## src/hw/ebox_macros.svh

```systemverilog
// EBOX control slice widths and counts shared by every block
`ifndef EBOX_MACROS_SVH
`define EBOX_MACROS_SVH

// Full machine word
`define WORD_W 36

// One register half, left or right
`define HALF_W 18

// Console diagnostic function code
`define DS_W 7

// ARL, ARR, ARXL, ARXR
`define NUM_HALVES 4

`endif

```

## src/hw/ebox_pkg.sv

```systemverilog
// EBOX control types: microword fields, half source select and inter-block structs
`include "ebox_macros.svh"

package ebox_pkg;

  // Dispatch field
  typedef enum logic [2:0] {
    dispNone      = 3'd0,
    dispDramARead = 3'd1,
    dispRet       = 3'd2,
    dispNiCond    = 3'd3,
    dispMul       = 3'd4,
    dispDiv       = 3'd5,
    dispNorm      = 3'd6,
    dispEaMod     = 3'd7
  } dispE;

  // Special function field
  typedef enum logic [3:0] {
    specNone    = 4'd0,
    specLoadPc  = 4'd1,
    specArlInd  = 4'd2,
    specAdLong  = 4'd3,
    specMqShift = 4'd4,
    specSbrCall = 4'd5
  } specE;

  // Conditional function field, only live with condEn
  typedef enum logic [2:0] {
    condNone     = 3'd0,
    condArllLoad = 3'd1,
    condArlrLoad = 3'd2,
    condArrLoad  = 3'd3,
    condArClr    = 3'd4,
    condArxClr   = 3'd5,
    condArlInd   = 3'd6,
    condRegCtl   = 3'd7
  } condE;

  // Source of a register half on load
  typedef enum logic [1:0] {
    holdSel = 2'd0,
    adSel   = 2'd1,
    ebusSel = 2'd2,
    swapSel = 2'd3
  } halfSelE;

  // One microword as seen by the control slice
  typedef struct packed {
    dispE       disp;
    specE       spec;
    condE       cond;
    logic       condEn;
    logic [2:0] arField;
    logic [2:0] arxField;
    logic [8:0] magic;
  } cramWordT;

  // Control for one register half
  typedef struct packed {
    logic    load;
    logic    clr;
    halfSelE sel;
  } halfCtlT;

  // Console request, strobe lasts one cycle
  typedef struct packed {
    logic             strobe;
    logic [`DS_W-1:0] ds;
  } diagReqT;

endpackage

```

## src/hw/ctlDecode.sv

```systemverilog
// Microword and console function decoder producing the per-half register controls
`timescale 1ns/1ps
`include "ebox_macros.svh"

module ctlDecode (
  input  logic                                   CTL,
  input  logic                                   rst,
  input  ebox_pkg::cramWordT                     cram,
  input  logic                                   sbrCall,
  input  ebox_pkg::diagReqT                      diagReq,
  input  logic [`WORD_W-1:0]                     ebusData,
  output ebox_pkg::halfCtlT [`NUM_HALVES-1:0]    halfCtl,
  output logic [2:0]                             readSel,
  output logic                                   readEn,
  output logic [4:0]                             diagCtlReg,
  output logic                                   loadPc,
  output logic                                   adLong
);

  ebox_pkg::halfCtlT [`NUM_HALVES-1:0] ucodeCtl;
  logic                                indMode;
  logic                                condArClr;
  logic                                condArxClr;
  logic                                consoleLoad;
  logic [1:0]                          consoleIdx;
  logic                                ctlRegLoad;

  // Shared coding of arField and arxField
  function automatic ebox_pkg::halfCtlT fieldCtl(input logic [2:0] field);
    ebox_pkg::halfCtlT c;
    c = '{load: 1'b0, clr: 1'b0, sel: ebox_pkg::holdSel};
    case (field)
      3'd1: c = '{load: 1'b1, clr: 1'b0, sel: ebox_pkg::adSel};
      3'd2: c = '{load: 1'b1, clr: 1'b0, sel: ebox_pkg::ebusSel};
      3'd3: c = '{load: 1'b1, clr: 1'b0, sel: ebox_pkg::swapSel};
      default: ;
    endcase
    return c;
  endfunction

  assign adLong = cram.disp inside {ebox_pkg::dispMul, ebox_pkg::dispDiv, ebox_pkg::dispNorm}
                  || cram.spec inside {ebox_pkg::specAdLong, ebox_pkg::specMqShift};

  assign loadPc = (cram.spec == ebox_pkg::specLoadPc || cram.disp == ebox_pkg::dispNiCond)
                  && !sbrCall;

  // Indirect through magic, entered from either field
  assign indMode = (cram.condEn && cram.cond == ebox_pkg::condArlInd)
                   || cram.spec == ebox_pkg::specArlInd;

  assign condArClr  = cram.condEn && cram.cond == ebox_pkg::condArClr;
  assign condArxClr = cram.condEn && cram.cond == ebox_pkg::condArxClr;

  always_comb begin
    ucodeCtl[0] = fieldCtl(cram.arField);
    ucodeCtl[1] = fieldCtl(cram.arField);
    ucodeCtl[2] = fieldCtl(cram.arxField);
    ucodeCtl[3] = fieldCtl(cram.arxField);

    if (cram.disp == ebox_pkg::dispDramARead) begin
      ucodeCtl[0] = '{load: 1'b1, clr: 1'b0, sel: ebox_pkg::adSel};
      ucodeCtl[1] = '{load: 1'b1, clr: 1'b0, sel: ebox_pkg::adSel};
    end

    // Single-half loads
    if (cram.condEn) begin
      case (cram.cond)
        ebox_pkg::condArllLoad: ucodeCtl[0] = '{load: 1'b1, clr: 1'b0, sel: ebox_pkg::adSel};
        ebox_pkg::condArlrLoad: ucodeCtl[1] = '{load: 1'b1, clr: 1'b0, sel: ebox_pkg::adSel};
        ebox_pkg::condArrLoad:  ucodeCtl[1] = '{load: 1'b1, clr: 1'b0, sel: ebox_pkg::ebusSel};
        default: ;
      endcase
    end

    if (indMode) begin
      if (cram.magic[6]) begin
        ucodeCtl[0].sel = ebox_pkg::adSel;
      end
      if (cram.magic[7]) begin
        ucodeCtl[1].sel = ebox_pkg::adSel;
      end
      ucodeCtl[0].clr = cram.magic[4];
      ucodeCtl[1].clr = cram.magic[5];
      ucodeCtl[2].clr = cram.magic[3];
      ucodeCtl[3].clr = cram.magic[3];
    end else begin
      ucodeCtl[0].clr = condArClr;
      ucodeCtl[1].clr = condArClr;
      ucodeCtl[2].clr = condArxClr;
      ucodeCtl[3].clr = condArxClr;
    end
  end

  // Console function decode
  always_comb begin
    consoleLoad = 1'b0;
    ctlRegLoad  = 1'b0;
    readEn      = 1'b0;
    consoleIdx  = diagReq.ds[1:0];
    readSel     = diagReq.ds[2:0];
    if (diagReq.strobe) begin
      case (diagReq.ds)
        7'o070, 7'o071, 7'o072, 7'o073: consoleLoad = 1'b1;
        7'o076: ctlRegLoad = 1'b1;
        7'o100, 7'o101, 7'o102, 7'o103, 7'o104: readEn = 1'b1;
        default: ;
      endcase
    end
  end

  // Console loads take the half from the microword; reset clears everything
  always_comb begin
    halfCtl = ucodeCtl;
    for (int i = 0; i < `NUM_HALVES; i++) begin
      if (consoleLoad && consoleIdx == 2'(i)) begin
        halfCtl[i].load = 1'b1;
        halfCtl[i].sel  = ebox_pkg::ebusSel;
      end
      if (rst) begin
        halfCtl[i].clr = 1'b1;
      end
    end
  end

  always_ff @(posedge CTL) begin
    if (rst) begin
      diagCtlReg <= '0;
    end else if (ctlRegLoad) begin
      diagCtlReg <= ebusData[28:24];
    end
  end

endmodule

```

## src/hw/regHalf.sv

```systemverilog
// One 18-bit register half with clear, source select and hold
`timescale 1ns/1ps
`include "ebox_macros.svh"

module regHalf (
  input  logic                CTL,
  input  ebox_pkg::halfCtlT   ctl,
  input  logic [`HALF_W-1:0]  adHalf,
  input  logic [`HALF_W-1:0]  ebusHalf,
  input  logic [`HALF_W-1:0]  otherHalf,
  output logic [`HALF_W-1:0]  q
);

  logic [`HALF_W-1:0] srcData;

  always_comb begin
    case (ctl.sel)
      ebox_pkg::adSel:   srcData = adHalf;
      ebox_pkg::ebusSel: srcData = ebusHalf;
      // Partner half, so AR can swap in one cycle
      ebox_pkg::swapSel: srcData = otherHalf;
      default:           srcData = q;
    endcase
  end

  // Clear wins over load
  always_ff @(posedge CTL) begin
    if (ctl.clr) begin
      q <= '0;
    end else if (ctl.load) begin
      q <= srcData;
    end
  end

endmodule

```

## src/hw/diagReadMux.sv

```systemverilog
// Console read port, registers one half or the diagnostic control register
`timescale 1ns/1ps
`include "ebox_macros.svh"

module diagReadMux (
  input  logic                                  CTL,
  input  logic                                  rst,
  input  logic [`NUM_HALVES-1:0][`HALF_W-1:0]   halfBus,
  input  logic [4:0]                            diagCtlReg,
  input  logic [2:0]                            readSel,
  input  logic                                  readEn,
  output logic [`WORD_W-1:0]                    diagRead,
  output logic                                  diagReadValid
);

  logic [`WORD_W-1:0] readWord;

  always_comb begin
    readWord = '0;
    if (readSel == 3'd4) begin
      // Same bit position it is loaded from
      readWord[28:24] = diagCtlReg;
    end else if (!readSel[2]) begin
      readWord[`HALF_W-1:0] = halfBus[readSel[1:0]];
    end
  end

  // Captures the value from before this edge's update
  always_ff @(posedge CTL) begin
    if (rst) begin
      diagRead      <= '0;
      diagReadValid <= 1'b0;
    end else begin
      diagReadValid <= readEn;
      diagRead      <= readEn ? readWord : '0;
    end
  end

endmodule

```

## src/hw/eboxCtlTop.sv

```systemverilog
// EBOX control slice top: decoder, AR and ARX register halves and console read port
`timescale 1ns/1ps
`include "ebox_macros.svh"

module eboxCtlTop (
  input  logic                CTL,
  input  logic                rst,
  input  ebox_pkg::cramWordT  cram,
  input  logic                sbrCall,
  input  logic [`WORD_W-1:0]  ad,
  input  logic [`WORD_W-1:0]  ebusData,
  input  ebox_pkg::diagReqT   diagReq,
  output logic [`WORD_W-1:0]  ar,
  output logic [`WORD_W-1:0]  arx,
  output logic                loadPc,
  output logic                adLong,
  output logic [`WORD_W-1:0]  diagRead,
  output logic                diagReadValid
);

  ebox_pkg::halfCtlT [`NUM_HALVES-1:0]  halfCtl;
  logic [`NUM_HALVES-1:0][`HALF_W-1:0]  halfBus;
  logic [2:0]                           readSel;
  logic                                 readEn;
  logic [4:0]                           diagCtlReg;

  ctlDecode uDecode (
    .CTL        (CTL),
    .rst        (rst),
    .cram       (cram),
    .sbrCall    (sbrCall),
    .diagReq    (diagReq),
    .ebusData   (ebusData),
    .halfCtl    (halfCtl),
    .readSel    (readSel),
    .readEn     (readEn),
    .diagCtlReg (diagCtlReg),
    .loadPc     (loadPc),
    .adLong     (adLong)
  );

  // Even index is a left half, odd a right half
  for (genvar gi = 0; gi < `NUM_HALVES; gi++) begin : genHalf
    regHalf uHalf (
      .CTL       (CTL),
      .ctl       (halfCtl[gi]),
      .adHalf    (ad[`HALF_W*(1-(gi%2)) +: `HALF_W]),
      .ebusHalf  (ebusData[`HALF_W*(1-(gi%2)) +: `HALF_W]),
      .otherHalf (halfBus[gi^1]),
      .q         (halfBus[gi])
    );
  end

  diagReadMux uRead (
    .CTL           (CTL),
    .rst           (rst),
    .halfBus       (halfBus),
    .diagCtlReg    (diagCtlReg),
    .readSel       (readSel),
    .readEn        (readEn),
    .diagRead      (diagRead),
    .diagReadValid (diagReadValid)
  );

  assign ar  = {halfBus[0], halfBus[1]};
  assign arx = {halfBus[2], halfBus[3]};

endmodule

```

## config.mk

```make
export PLATFORM = sky130hd
export DESIGN_NAME = eboxCtlTop
export DESIGN_NICKNAME = d
export VERILOG_FILES = /design/src/hw/ebox_pkg.sv /design/src/hw/ctlDecode.sv /design/src/hw/regHalf.sv /design/src/hw/diagReadMux.sv /design/src/hw/eboxCtlTop.sv
export VERILOG_INCLUDE_DIRS = /design/src /design/src/hw
export SDC_FILE = /design/constraint.sdc
export NUM_CORES = 1
export LEC_CHECK = 0
export BUFFER_PORTS_ARGS = -buffer_cell sky130_fd_sc_hd__buf_2
export CORE_MARGIN = 1
export CORE_UTILIZATION = 54
export DETAILED_ROUTE_END_ITERATION = 10
export PLACE_DENSITY = 0.83
export SLEW_MARGIN = 25
export SYNTH_ARGS = -nofsm -noshare
export SYNTH_HDL_FRONTEND = slang
export SYNTH_SLANG_ARGS = --single-unit
```

## constraint.sdc

```tcl
create_clock -name CTL -period 5.3 [get_ports CTL]
set_input_delay 0.53 -clock CTL [delete_from_list [all_inputs] [get_ports CTL]]
set_output_delay 0.53 -clock CTL [all_outputs]
set_load 0.05 [all_outputs]
```

==> results.sh <==
export IMPL_ys_warn_count=0
export IMPL_dp_slack_ns=2.269
export IMPL_crit_path_end_kind="flop"
export IMPL_powerDensity_nw_per_um2=278.2
export IMPL_grt_use_total_pct=37.53
export IMPL_syn_area_per_cell_sq_um=8.659
export IMPL_cts_hold_repair_buffers=0
export IMPL_path_delay_family="simple AND/OR/NAND/NOR gates"
export IMPL_min_path_type="input pin to flop"
export IMPL_overflow=0
export IMPL_grt_max_degree=39
export IMPL_cts_tree="done"
export IMPL_dr_pass1_iters=8
export IMPL_cp_buffers_inverters=2
export IMPL_finalSetupViolations=0
export IMPL_min_to="genHalf[1].uHalf.q[11]"
export IMPL_start_kind="input pin"
export IMPL_post_route_util_pct=66.87
export IMPL_hold_start="ad[11]"
export IMPL_tightest_slew_ns=1.062
export IMPL_clock_sinks=101
export IMPL_crit_path_top_delay_cell="nor4_4"
export IMPL_num_io_pins=220
export IMPL_grt_pass1_wl_mm=32.36
export IMPL_path_cells="buf_2 > nand2b_1 > nor4_4 > buf_4 > nor4_4 > a221oi_1 > a31oi_1"
export IMPL_antenna_cells=0
export IMPL_rr_endpoint="uRead.diagRead[1]"
export IMPL_critPathKind="input pin to flop"
export IMPL_synth_largest_area_cell="dfxtp_1"
export IMPL_grt_pass1_vias=5636
export IMPL_syn_inst=680
export IMPL_status="finished clean"
export IMPL_rsz0062_at_grt="false"
export IMPL_place_gp_congestion=1.091
export IMPL_synthDominantCellAreaShare_pct=34.34
export IMPL_drc=0
export IMPL_hold_depth=3
export IMPL_setup_slack_ns=2.597
export IMPL_portBuffers=202
export IMPL_die_h_um=106.4
export IMPL_path_clk_slew_ns=0.11
export IMPL_hold_viol_final=0
export IMPL_reg2regPathDepth=2
export IMPL_viasPerCell=6.551
export IMPL_cts_buffers=9
export IMPL_ir_drop_mv=0.1291
export IMPL_synth_seq_cells=101
export IMPL_final_fill_count=907
export IMPL_netlist_top_cells_area="dfxtp_1 34%, mux4_2 6.9%, o21ai_0 4.8%"
export IMPL_cts_max_level=3
export IMPL_syn_area_sq_um=5888
export IMPL_drv_slew=0
export IMPL_crit_fanout=23
export IMPL_drive_gt1_share_pct=32.03
export IMPL_place_hpwl_mm=15.73
export IMPL_worstSetupPathDepth=7
export IMPL_die_x_um=106.4
export IMPL_min_period_over_period_pct=50.99
export IMPL_hold_ws_ns=0.4181
export IMPL_critPathArrivalTime_ns=3.00
export IMPL_cts_root_buf="clkbuf_8"
export IMPL_start_util_pct=56.28
export IMPL_avgRoutedWirePerCell_um=22.00
export IMPL_cpMostUsedCell="nor4_4"
export IMPL_cellLeakagePower_nw=2.908
export IMPL_core_area_sq_um=10460
export IMPL_seq_area_frac_synth_pct=34.34
export IMPL_reg2reg_from="genHalf[0].uHalf.q[1]"
export IMPL_antenna_found_initial=0
export IMPL_antenna_left=0
export IMPL_clk_path_buf_depth=2
export IMPL_post_cts_resized=0
export IMPL_syn2layout_area_growth_pct=18.83
export IMPL_insertion_delay_ns=0.38
export IMPL_cp_required_ns=5.60
export IMPL_drtIter0Drc=756
export IMPL_layout_nets=947
export IMPL_rows=37
export IMPL_cts_setup_buffers=0
export IMPL_fin_skew_ns=0.01381
export IMPL_cap_violations=0
export IMPL_rrSetupSlack_ns=4.10
export IMPL_max_freq_ghz=0.3700
export IMPL_slowest_delay_ns=0.93
export IMPL_period_minus_slack_ns=2.703
export IMPL_tns_ns=0
export IMPL_relSlewSlack_pct=28.67
export IMPL_synthDistinctLibCells=56
export IMPL_die_area_sq_um=11330
export IMPL_num_vias=6413
export IMPL_wl_mm=21.54
routing by layer:
metal	vias to the layer above	GRT usage, %	routed length (um)
met3	50	7.603	2779
li1	2878	-	-
met4	0	9.883	539
met2	526	55.66	9395
met5	-	0	0
met1	2959	55.20	8820
cells by family after synthesis:
group / Yosys count / synth area share (%)
compound gates: 234 / 28.88
other cells: 1 / 0.06369
mux: 23 / 7.735
simple gates: 225 / 21.16
flops: 101 / 34.34
buf+inv: 96 / 7.820
sequential cells by signal, indices dropped and copies added (netlist names):
| register | flops |
|---|---|
| genHalf.uHalf.q | 72 |
| uDecode.diagCtlReg | 5 |
| uRead.diagRead | 23 |
| uRead.diagReadValid | 1 |
synth_stat cells, drive strengths merged:
master   number
buf          39
nand2b       22
and2          5
inv          21
mux2i         5
nand2        64
or4           2
nand4         2
nor4b         3
o21a          1
o21ai        60
o22ai        18
a311oi       18
nor4          3
nand4bb       1
conb          1
nor2b        24
or3b          1
a222oi       18
a211oi       36
nand3         1
and3          1
clkbuf       36
a31oi        18
a21oi         6
mux4         18
and4b         1
nor2         66
nand3b        3
a221oi       18
or4b          1
or3           1
a21boi       18
and4         18
a32oi        18
and3b         2
o21bai        3
nor3          3
dfxtp       101
or2           1
a21o          1
a31o          1
final cells by class:
type	count	area, sq um	share of cell area, %
flip-flops and latches	101	2022	28.90
inverters	21	78.83	1.127
well taps	136	170.2	2.432
repair buffers	210	1071	15.31
clock inverters	7	57.56	0.8226
clock buffers	9	123.9	1.770
multi-input cells	495	3473	49.64
worst min-delay path, stage by stage:
cell and delay [ns]:
buf_2 0.11, nand2_1 0.05, a31oi_1 0.07
report_power, final:
part | internal [mW] | switching, mW
Clock | 0.177 | 0.302
Sequential | 0.808 | 0.0776
Combinational | 0.176 | 0.406
through the flow:
| step | instance area (sq um) | total power [mW] | instances |
|---|---|---|---|
| 6_report | 6997 | 1.946 | 979 |
| 5_1_grt | 6997 | 2.007 | 979 |
| 4_1_cts | 6995 | 1.926 | 979 |
| 3_5_place_dp | 6814 | 1.469 | 963 |
| 3_3_place_gp | 6800 | 1.456 | 963 |
| 2_1_floorplan | 5933 | 1.284 | 692 |
layout by cell type, fill, tap and decap left out, drive strengths merged, types with 2 or more instances in the layout:
cell / instances
buf: 210
dfxtp: 101
nor2: 66
nand2: 64
o21ai: 60
a211oi: 36
nor2b: 24
inv: 24
nand2b: 22
a221oi: 18
a31oi: 18
and4: 18
a311oi: 18
a222oi: 18
a32oi: 18
o22ai: 18
mux4: 18
a21boi: 18
conb: 13
clkbuf: 9
a21oi: 6
and2: 5
mux2i: 5
o21bai: 3
clkinvlp: 3
nor4: 3
nand3b: 3
nor3: 3
nor4b: 3
and3b: 2
nand4: 2
or4: 2
worst max path at each step:
stage | slack (ns) | startpoint | to
2_1_floorplan | 2.79 | cram[20] | loadPc
3_3_place_gp | 2.32 | diagReq[1] | genHalf[1].uHalf.q[12]
3_5_place_dp | 2.27 | diagReq[1] | genHalf[1].uHalf.q[0]
4_1_cts | 2.65 | diagReq[1] | genHalf[1].uHalf.q[1]
5_1_grt | 2.45 | diagReq[1] | genHalf[1].uHalf.q[14]
6_report | 2.60 | diagReq[1] | genHalf[1].uHalf.q[16]
No activity file was read; power rests on OpenSTA's default activity.
